==> src/hw/dma_rd_pkg.sv <==
/*
 * Shared definitions for the DMA read-request path
 *   - width and credit-limit constants
 *   - rd_cfg_t  run configuration struct
 *   - cpl_t     completion strobe struct
 */
package dma_rd_pkg;

  // ----------------------------------------------------------------------
  // Constants
  // ----------------------------------------------------------------------
  localparam int unsigned CPL_LIMIT = 8;   // Credit limit for the first burst
  localparam int unsigned LEN_W     = 11;  // Request length, 1 to 1024 DWs
  localparam int unsigned CNT_W     = 16;  // Request counter
  localparam int unsigned DW_W      = 32;  // Completion DW accumulator

  // ----------------------------------------------------------------------
  // Run configuration, 29 bits
  // ----------------------------------------------------------------------
  typedef struct packed {
    logic [LEN_W-1:0] len_dw;     // Length of every read request
    logic [CNT_W-1:0] pkt_total;  // Requests in this run
    logic             rcb_128;    // RCB, 0 = 64B, 1 = 128B
    logic             metering;   // Throttle enable
  } rd_cfg_t;

  // ----------------------------------------------------------------------
  // Completion strobe, 13 bits
  // ----------------------------------------------------------------------
  typedef struct packed {
    logic             valid;      // One cycle per completion
    logic [LEN_W-1:0] len_dw;     // Payload length
    logic             poisoned;   // EP bit
  } cpl_t;

endpackage

==> src/hw/cpl_tracker.sv <==
/*
 * Completion tracker
 *   - running total of received completion DWs
 *   - malformed / poisoned classification, one-cycle flags
 *   - sticky error and run-done detection
 */
`timescale 1ns/10ps

module cpl_tracker
  import dma_rd_pkg::*;
(
  input  logic            clk,
  input  logic            rst_n,
  input  logic            init_i,
  input  rd_cfg_t         cfg_i,
  input  cpl_t            cpl_i,
  output logic [DW_W-1:0] cpl_dw_o,     // DWs received so far
  output logic            malformed_o,  // Bad length seen last cycle
  output logic            data_err_o,   // Poisoned completion seen last cycle
  output logic            err_o,        // Sticky until init
  output logic            done_o        // All expected data in
);

  logic [DW_W-1:0] cpl_dw;
  logic [DW_W-1:0] cpl_dw_nxt;
  logic [DW_W-1:0] dw_expected;
  logic            bad_len;
  logic            poison;
  logic            malformed_q;
  logic            data_err_q;
  logic            err_q;
  logic            done_q;

  // ----------------------------------------------------------------------
  // Classification of the incoming completion
  // ----------------------------------------------------------------------
  assign bad_len = cpl_i.valid &
                   ((cpl_i.len_dw == '0) || (cpl_i.len_dw > cfg_i.len_dw));
  assign poison  = cpl_i.valid & cpl_i.poisoned;

  // Total data the run should return
  assign dw_expected = DW_W'(cfg_i.pkt_total) * DW_W'(cfg_i.len_dw);
  assign cpl_dw_nxt  = cpl_dw + DW_W'(cpl_i.len_dw);

  // ----------------------------------------------------------------------
  // Accumulator and flags
  // ----------------------------------------------------------------------
  always_ff @(posedge clk or negedge rst_n) begin
    if (!rst_n) begin
      cpl_dw      <= '0;
      malformed_q <= 1'b0;
      data_err_q  <= 1'b0;
      err_q       <= 1'b0;
      done_q      <= 1'b0;
    end else if (init_i) begin
      cpl_dw      <= '0;
      malformed_q <= 1'b0;
      data_err_q  <= 1'b0;
      err_q       <= 1'b0;
      done_q      <= 1'b0;
    end else begin
      malformed_q <= bad_len;                     // Single-cycle flag
      data_err_q  <= poison;
      err_q       <= err_q | bad_len | poison;    // Rises with the flag
      if (cpl_i.valid) begin
        cpl_dw <= cpl_dw_nxt;
        if (cpl_dw_nxt == dw_expected) begin
          done_q <= 1'b1;                         // Rises with cpl_dw
        end
      end
    end
  end

  assign cpl_dw_o    = cpl_dw;
  assign malformed_o = malformed_q;
  assign data_err_o  = data_err_q;
  assign err_o       = err_q;
  assign done_o      = done_q;

  // ----------------------------------------------------------------------
  // Checks
  // ----------------------------------------------------------------------
  // Done holds until the run is cleared
  a_done_sticky: assert property (
    @(posedge clk) disable iff (!rst_n)
    (done_o && !init_i) |=> done_o
  );

endmodule

==> src/hw/dma_rd_top.sv <==
/*
 * DMA read-request path, top level
 *   - request generator, read throttle, completion tracker
 */
`timescale 1ns/10ps

module dma_rd_top
  import dma_rd_pkg::*;
(
  input  logic             clk,
  input  logic             rst_n,
  input  logic             init_i,
  input  logic             start_i,
  input  rd_cfg_t          cfg_i,
  input  cpl_t             cpl_i,
  output logic             req_o,
  output logic [CNT_W-1:0] req_cnt_o,
  output logic [DW_W-1:0]  cpl_dw_o,
  output logic [CNT_W-1:0] hwm_cnt_o,
  output logic             done_o,
  output logic             err_o
);

  logic             mrd_work;
  logic [CNT_W-1:0] req_cnt;
  logic [DW_W-1:0]  cpl_dw;
  logic             malformed;
  logic             data_err;

  // ----------------------------------------------------------------------
  // Request side
  // ----------------------------------------------------------------------
  mrd_req_gen u_req_gen (
    .clk        (clk),
    .rst_n      (rst_n),
    .init_i     (init_i),
    .cfg_i      (cfg_i),
    .mrd_work_i (mrd_work),
    .req_o      (req_o),
    .req_cnt_o  (req_cnt)
  );

  mrd_throttle u_throttle (
    .clk         (clk),
    .rst_n       (rst_n),
    .init_i      (init_i),
    .start_i     (start_i),
    .cfg_i       (cfg_i),
    .req_cnt_i   (req_cnt),
    .cpl_dw_i    (cpl_dw),
    .malformed_i (malformed),
    .data_err_i  (data_err),
    .mrd_work_o  (mrd_work),
    .hwm_cnt_o   (hwm_cnt_o),
    .hwm_dw_o    (),            // Observed inside the throttle only
    .cpl_found_o ()
  );

  // ----------------------------------------------------------------------
  // Completion side
  // ----------------------------------------------------------------------
  cpl_tracker u_cpl_tracker (
    .clk         (clk),
    .rst_n       (rst_n),
    .init_i      (init_i),
    .cfg_i       (cfg_i),
    .cpl_i       (cpl_i),
    .cpl_dw_o    (cpl_dw),
    .malformed_o (malformed),
    .data_err_o  (data_err),
    .err_o       (err_o),
    .done_o      (done_o)
  );

  assign req_cnt_o = req_cnt;
  assign cpl_dw_o  = cpl_dw;

endmodule

==> src/hw/mrd_req_gen.sv <==
/*
 * Memory-read request generator
 *   - one request strobe per permitted cycle
 *   - counts requests sent, stops at the programmed total
 */
`timescale 1ns/10ps

module mrd_req_gen
  import dma_rd_pkg::*;
(
  input  logic             clk,
  input  logic             rst_n,
  input  logic             init_i,      // Clears the run
  input  rd_cfg_t          cfg_i,
  input  logic             mrd_work_i,  // Issue permit from throttle
  output logic             req_o,
  output logic [CNT_W-1:0] req_cnt_o
);

  logic [CNT_W-1:0] req_cnt;
  logic             more_left;

  // ----------------------------------------------------------------------
  // Request strobe
  // ----------------------------------------------------------------------
  assign more_left = (req_cnt < cfg_i.pkt_total);  // Still requests to send
  assign req_o     = mrd_work_i & more_left;       // Pauses while throttled

  // ----------------------------------------------------------------------
  // Sent counter, moves on the same edge as the strobe
  // ----------------------------------------------------------------------
  always_ff @(posedge clk or negedge rst_n) begin
    if (!rst_n) begin
      req_cnt <= '0;
    end else if (init_i) begin
      req_cnt <= '0;
    end else if (req_o) begin
      req_cnt <= req_cnt + 1'b1;
    end
  end

  assign req_cnt_o = req_cnt;

  // ----------------------------------------------------------------------
  // Checks
  // ----------------------------------------------------------------------
  // A request always consumes a permit from the throttle
  a_req_needs_permit: assert property (
    @(posedge clk) disable iff (!rst_n)
    req_o |-> mrd_work_i
  );

endmodule

==> src/hw/mrd_throttle.sv <==
/*
 * Read metering unit
 *   - initial burst size from request length and RCB
 *   - high-water marks for request count and completion data
 *   - widens the window by one request per matched completion
 *   - falls back to reset marks on a bad completion
 */
`timescale 1ns/10ps

module mrd_throttle
  import dma_rd_pkg::*;
(
  input  logic             clk,
  input  logic             rst_n,
  input  logic             init_i,
  input  logic             start_i,      // Work enable level
  input  rd_cfg_t          cfg_i,
  input  logic [CNT_W-1:0] req_cnt_i,    // Requests sent so far
  input  logic [DW_W-1:0]  cpl_dw_i,     // Completion DWs so far
  input  logic             malformed_i,
  input  logic             data_err_i,
  output logic             mrd_work_o,   // Issue permit
  output logic [CNT_W-1:0] hwm_cnt_o,
  output logic [DW_W-1:0]  hwm_dw_o,
  output logic             cpl_found_o
);

  localparam logic [DW_W-1:0] HWM_DW_RST = '1;

  logic [CNT_W-1:0] hwm_cnt;     // Requests allowed
  logic [DW_W-1:0]  hwm_dw;      // Data needed before next window step
  logic             found_q;
  logic             cpl_found;
  logic             mrd_work;
  logic [CNT_W-1:0] burst_cnt;

  // ----------------------------------------------------------------------
  // Initial burst table
  // ----------------------------------------------------------------------
  function automatic logic [CNT_W-1:0] init_burst(input logic [LEN_W-1:0] len,
                                                  input logic             rcb_128);
    logic [CNT_W-1:0] val;
    if (len == LEN_W'(1)) begin
      val = CNT_W'(CPL_LIMIT);
    end else if (!rcb_128) begin              // 64B RCB
      if (len <= LEN_W'(16))
        val = CNT_W'(CPL_LIMIT / 2);
      else if (len <= LEN_W'(64))
        val = CNT_W'(CPL_LIMIT / 4);
      else
        val = CNT_W'(CPL_LIMIT / 8);
    end else begin                            // 128B RCB
      if (len <= LEN_W'(32))
        val = CNT_W'(CPL_LIMIT / 2);
      else if (len <= LEN_W'(128))
        val = CNT_W'(CPL_LIMIT / 4);
      else
        val = CNT_W'(CPL_LIMIT / 8);
    end
    return val;
  endfunction

  assign burst_cnt = init_burst(cfg_i.len_dw, cfg_i.rcb_128);

  // ----------------------------------------------------------------------
  // Completion match, registered
  // ----------------------------------------------------------------------
  always_ff @(posedge clk or negedge rst_n) begin
    if (!rst_n) begin
      found_q <= 1'b0;
    end else if (init_i) begin
      found_q <= 1'b0;
    end else begin
      found_q <= (req_cnt_i == CNT_W'(hwm_cnt + 1'b1)) && (cpl_dw_i >= hwm_dw);
    end
  end

  assign cpl_found = found_q & ~mrd_work;  // Only while issue is held off

  // ----------------------------------------------------------------------
  // High-water marks
  // ----------------------------------------------------------------------
  always_ff @(posedge clk or negedge rst_n) begin
    if (!rst_n) begin
      hwm_cnt <= '0;
      hwm_dw  <= HWM_DW_RST;
    end else if (init_i) begin
      hwm_cnt <= '0;
      hwm_dw  <= HWM_DW_RST;
    end else if (start_i) begin
      if (hwm_cnt == '0) begin
        hwm_cnt <= burst_cnt;                         // Initial burst
        hwm_dw  <= DW_W'(cfg_i.len_dw);
      end else if (malformed_i || data_err_i) begin
        hwm_cnt <= '0;                                // Back to the start
        hwm_dw  <= HWM_DW_RST;
      end else if (cpl_found) begin
        hwm_cnt <= hwm_cnt + 1'b1;                    // One more request
        hwm_dw  <= hwm_dw + DW_W'(cfg_i.len_dw);
      end
    end
  end

  // ----------------------------------------------------------------------
  // Issue permit
  // ----------------------------------------------------------------------
  assign mrd_work = cfg_i.metering ? (start_i & (hwm_cnt >= req_cnt_i)) : start_i;

  assign mrd_work_o  = mrd_work;
  assign hwm_cnt_o   = hwm_cnt;
  assign hwm_dw_o    = hwm_dw;
  assign cpl_found_o = cpl_found;

  // ----------------------------------------------------------------------
  // Checks
  // ----------------------------------------------------------------------
  // A window step never coincides with an issue permit
  a_found_vs_work: assert property (
    @(posedge clk) disable iff (!rst_n)
    !(cpl_found_o && mrd_work_o)
  );

endmodule

==> config.mk <==
export PLATFORM = sky130hd
export DESIGN_NAME = dma_rd_top
export DESIGN_NICKNAME = d
export VERILOG_FILES = /design/src/hw/dma_rd_pkg.sv /design/src/hw/cpl_tracker.sv /design/src/hw/dma_rd_top.sv /design/src/hw/mrd_req_gen.sv /design/src/hw/mrd_throttle.sv
export SDC_FILE = /design/constraint.sdc
export NUM_CORES = 1
export LEC_CHECK = 0
export BUFFER_PORTS_ARGS = -buffer_cell sky130_fd_sc_hd__buf_2
export CORE_MARGIN = 5
export CORE_UTILIZATION = 35
export DETAILED_ROUTE_END_ITERATION = 10
export GPL_ROUTABILITY_DRIVEN = 1
export PLACE_DENSITY_LB_ADDON = 0.12
export SLEW_MARGIN = 20
export SYNTH_ARGS = -nofsm -noshare
export SYNTH_HDL_FRONTEND = slang
export SYNTH_SLANG_ARGS = --single-unit
==> constraint.sdc <==
create_clock -name clk -period 6.47 [get_ports clk]
set_input_delay 0.3235 -clock clk [delete_from_list [all_inputs] [get_ports clk]]
set_output_delay 0.3235 -clock clk [all_outputs]
set_load 0.02 [all_outputs]
==> results.ini <==
[setup_path]
cp-start-kind=primary input
worst-r2r-cell-count=11
crit_chain=buf_2 > inv_1 > nor2_1 > fa_1 > ha_1 > inv_1 > fa_1 > fa_1 > fa_1 > inv_1 > ha_1 > a21oi_1 > o221ai_2 > a31o_2 > a31oi_1 > xnor2_1 > xnor2_1 > or4_1 > or4_1 > nor4_2 > a41o_1
cpMostUsedCell=fa_1
r2r_slack_ns=2.50
timing.rr.start=u_cpl_tracker.cpl_dw_o[4]
crit_required_ns=6.78
slowest_stage=fa_1
critPathArrivalTime_ns=6.24
cp_num_buf_inv=4
cp-end-kind=register
crit_fanout=14
crit_family=adder cells
reg2reg_to=u_cpl_tracker.done_o
cpPeakStageDelay_ns=0.55
crit_type=in -> reg

[placement]
dp_slack_ns=0.176
gp_congestion=0.899
portBuffers=112
dpl.hpwl_mm=39.4
placed_cells=2339

[global_route]
antenna_found_initial=1
track_usage_pct=21.4
grt_overflow_total=0
grt_first_pass_wirelength_mm=75.2
grt_max_degree=58
grt_pass1_vias=12701

[layout]
final_nets=2155
layout_commonest_cell=inv_1
layout_common_cells=inv_1 (201), nor2_1 (188), ha_1 (164)
stdcell_count=2356
fillers=4254
drive_above_1_share_pct=12.3
areaGrowthSynthToFinish_pct=10.5

[clocking]
numCtsBuffers=9
hold_buffers=0
ctsHtreeMaxLevel=3
cts-root-buf=clkbuf_16
cts_resized=0
postCtsSetupBuffers=0
clock_sinks=101
insertion_delay_ns=0.38
cts_tree=done
path_clk_slew_ns=0.08
clk_path_buf_depth=2

[floorplanning]
rows=74
dieHeight_um=213
start_util_pct=35.3
core-area_um2=40800
ioPinCount=113
die_w_um=213
die-area_um2=45400

[power_and_ir_drop]
p_leak_uw=0.00782
powerDensity_nw_per_um2=383
peakVddDrop_mv=0.294

[drt]
wl_per_cell_um=20.6
vias=12857
drtAntennaViolNets=0
dr.pass1.iters=7
drtIter0Drc=845
wirelength_mm=48.6
drcViolationCount=0
viasPerCell=5.46

[timing]
hold_viol_final=0
fin_ws_ns=0.541
fin_skew_ns=0.0170
final.setup.tns_ns=0
setup_violations=0
tightest_slew_ns=0.968
period_needed_ns=5.93
fmax_ghz=0.169
post-route-period-util_pct=91.6
rsz0062_at_grt=false
max-slew-margin-rel_pct=35.2
drv_slew=0

[synth]
synth_cell_types=71
syn_inst=1728
ys_warn_count=0
async_flop_share_pct=100
synth-seq-cells=101
yosysSeqAreaShare_pct=17.8
synth-edff-count=0
synthesis.area_um2=14400
syn_avg_cell_area_um2=8.35
synthFlopType=dfrtp_1
synthesis.nets=2065

[run]
drv_cap=0

[status]
run_status=finished clean

[hold_path]
worstHoldPathType=in -> async

[worst register-to-register path: stages, from the launching register on]
cell      delay [ns]
dfrtp_1         0.45
ha_1            0.40
a21oi_4         0.19
o211ai_2        0.20
xnor2_1         0.38
xnor2_1         0.12
nor4_1          0.78
nand3_1         0.17
or4_1           0.46
or4_1           0.43
nor4_2          0.14
a41o_1          0.19
[cell type report]
cell class / count / area [um2] / area share (%)
diodes: 1 / 2.50 / 0.0157
multi-input cells: 1346 / 10800 / 67.7
clock buffers: 13 / 260 / 1.63
well taps: 532 / 666 / 4.17
clock inverters: 3 / 20.0 / 0.126
flip-flops and latches: 101 / 2570 / 16.1
repair buffers: 149 / 841 / 5.27
inverters: 211 / 792 / 4.97
[worst max path at each step]
stage                   start                   end  slack (ns)  cells after the start
global route        cfg_i[25]  u_cpl_tracker.done_o        0.26                     21
detailed placement  cfg_i[25]  u_cpl_tracker.done_o        0.18                     19
global placement    cfg_i[25]  u_cpl_tracker.done_o        0.23                     19
floorplan           cfg_i[28]  u_cpl_tracker.done_o        0.64                     19
CTS                 cfg_i[25]  u_cpl_tracker.done_o        0.56                     19
finish              cfg_i[21]  u_cpl_tracker.done_o        0.54                     21
[Yosys cell counts (42+ instances only)]
cell type | n | area (um2)
o21ai_0 | 79 | 395
ha_1 | 164 | 2050
xnor2_1 | 88 | 771
nand3_1 | 46 | 230
dfrtp_1 | 69 | 1730
nand2_1 | 161 | 604
inv_1 | 201 | 754
fa_1 | 127 | 2540
nor2_1 | 189 | 709
a21oi_1 | 75 | 375
xor2_1 | 42 | 368
clkbuf_1 | 62 | 233
[registers in the layout (all words and copies together), names as in the netlist]
name	cells
u_cpl_tracker.cpl_dw_o	32
u_throttle.hwm_dw_o	32
u_req_gen.req_cnt_o	16
u_throttle.hwm_cnt_o	16
u_cpl_tracker.data_err_o	1
u_cpl_tracker.done_o	1
u_cpl_tracker.err_o	1
u_cpl_tracker.malformed_o	1
u_throttle.found_q	1
[where the power goes]
group	leakage, uW	switching, uW	internal (uW)
Combinational	0.00640	2640	1970
Sequential	0.00129	127	802
Clock	0.000141	273	284
Total	0.00782	3040	3060
[cells by family after synthesis]
group	Yosys count	share of synthesized area (%)
flip-flops	101	17.8
buffers and inverters	281	7.40
multiplexers	13	0.928
AND/OR/NAND/NOR	577	18.6
AO/OA/AOI/OAI	334	15.4
XOR/XNOR	131	8.06
adder cells (fa/ha/maj)	291	31.8
[metrics by stage]
stage | power (uW) | hold WS (ns) | util (%) | cell area [um2]
after floorplan | 4420 | 0.0279 | - | 14400
after CTS | 6160 | 0.0543 | 39.1 | 15900
after detailed placement | 5550 | 0.474 | 38.4 | 15700
final | 6100 | 0.0444 | 39.1 | 15900
after global routing | 6730 | 0.109 | 39.1 | 15900
after global placement | 5530 | 0.470 | 38.4 | 15700
[per-layer routing]
metal  vias to the layer above  wire length (um)  track usage (%)
met3                        48              3100             3.26
li1                       6046                 -                -
met4                         0              1060             5.52
met2                       387             21600             32.7
met5                         -                 0                0
met1                      6376             22800             31.8
No activity file was read; power rests on OpenSTA's default activity.
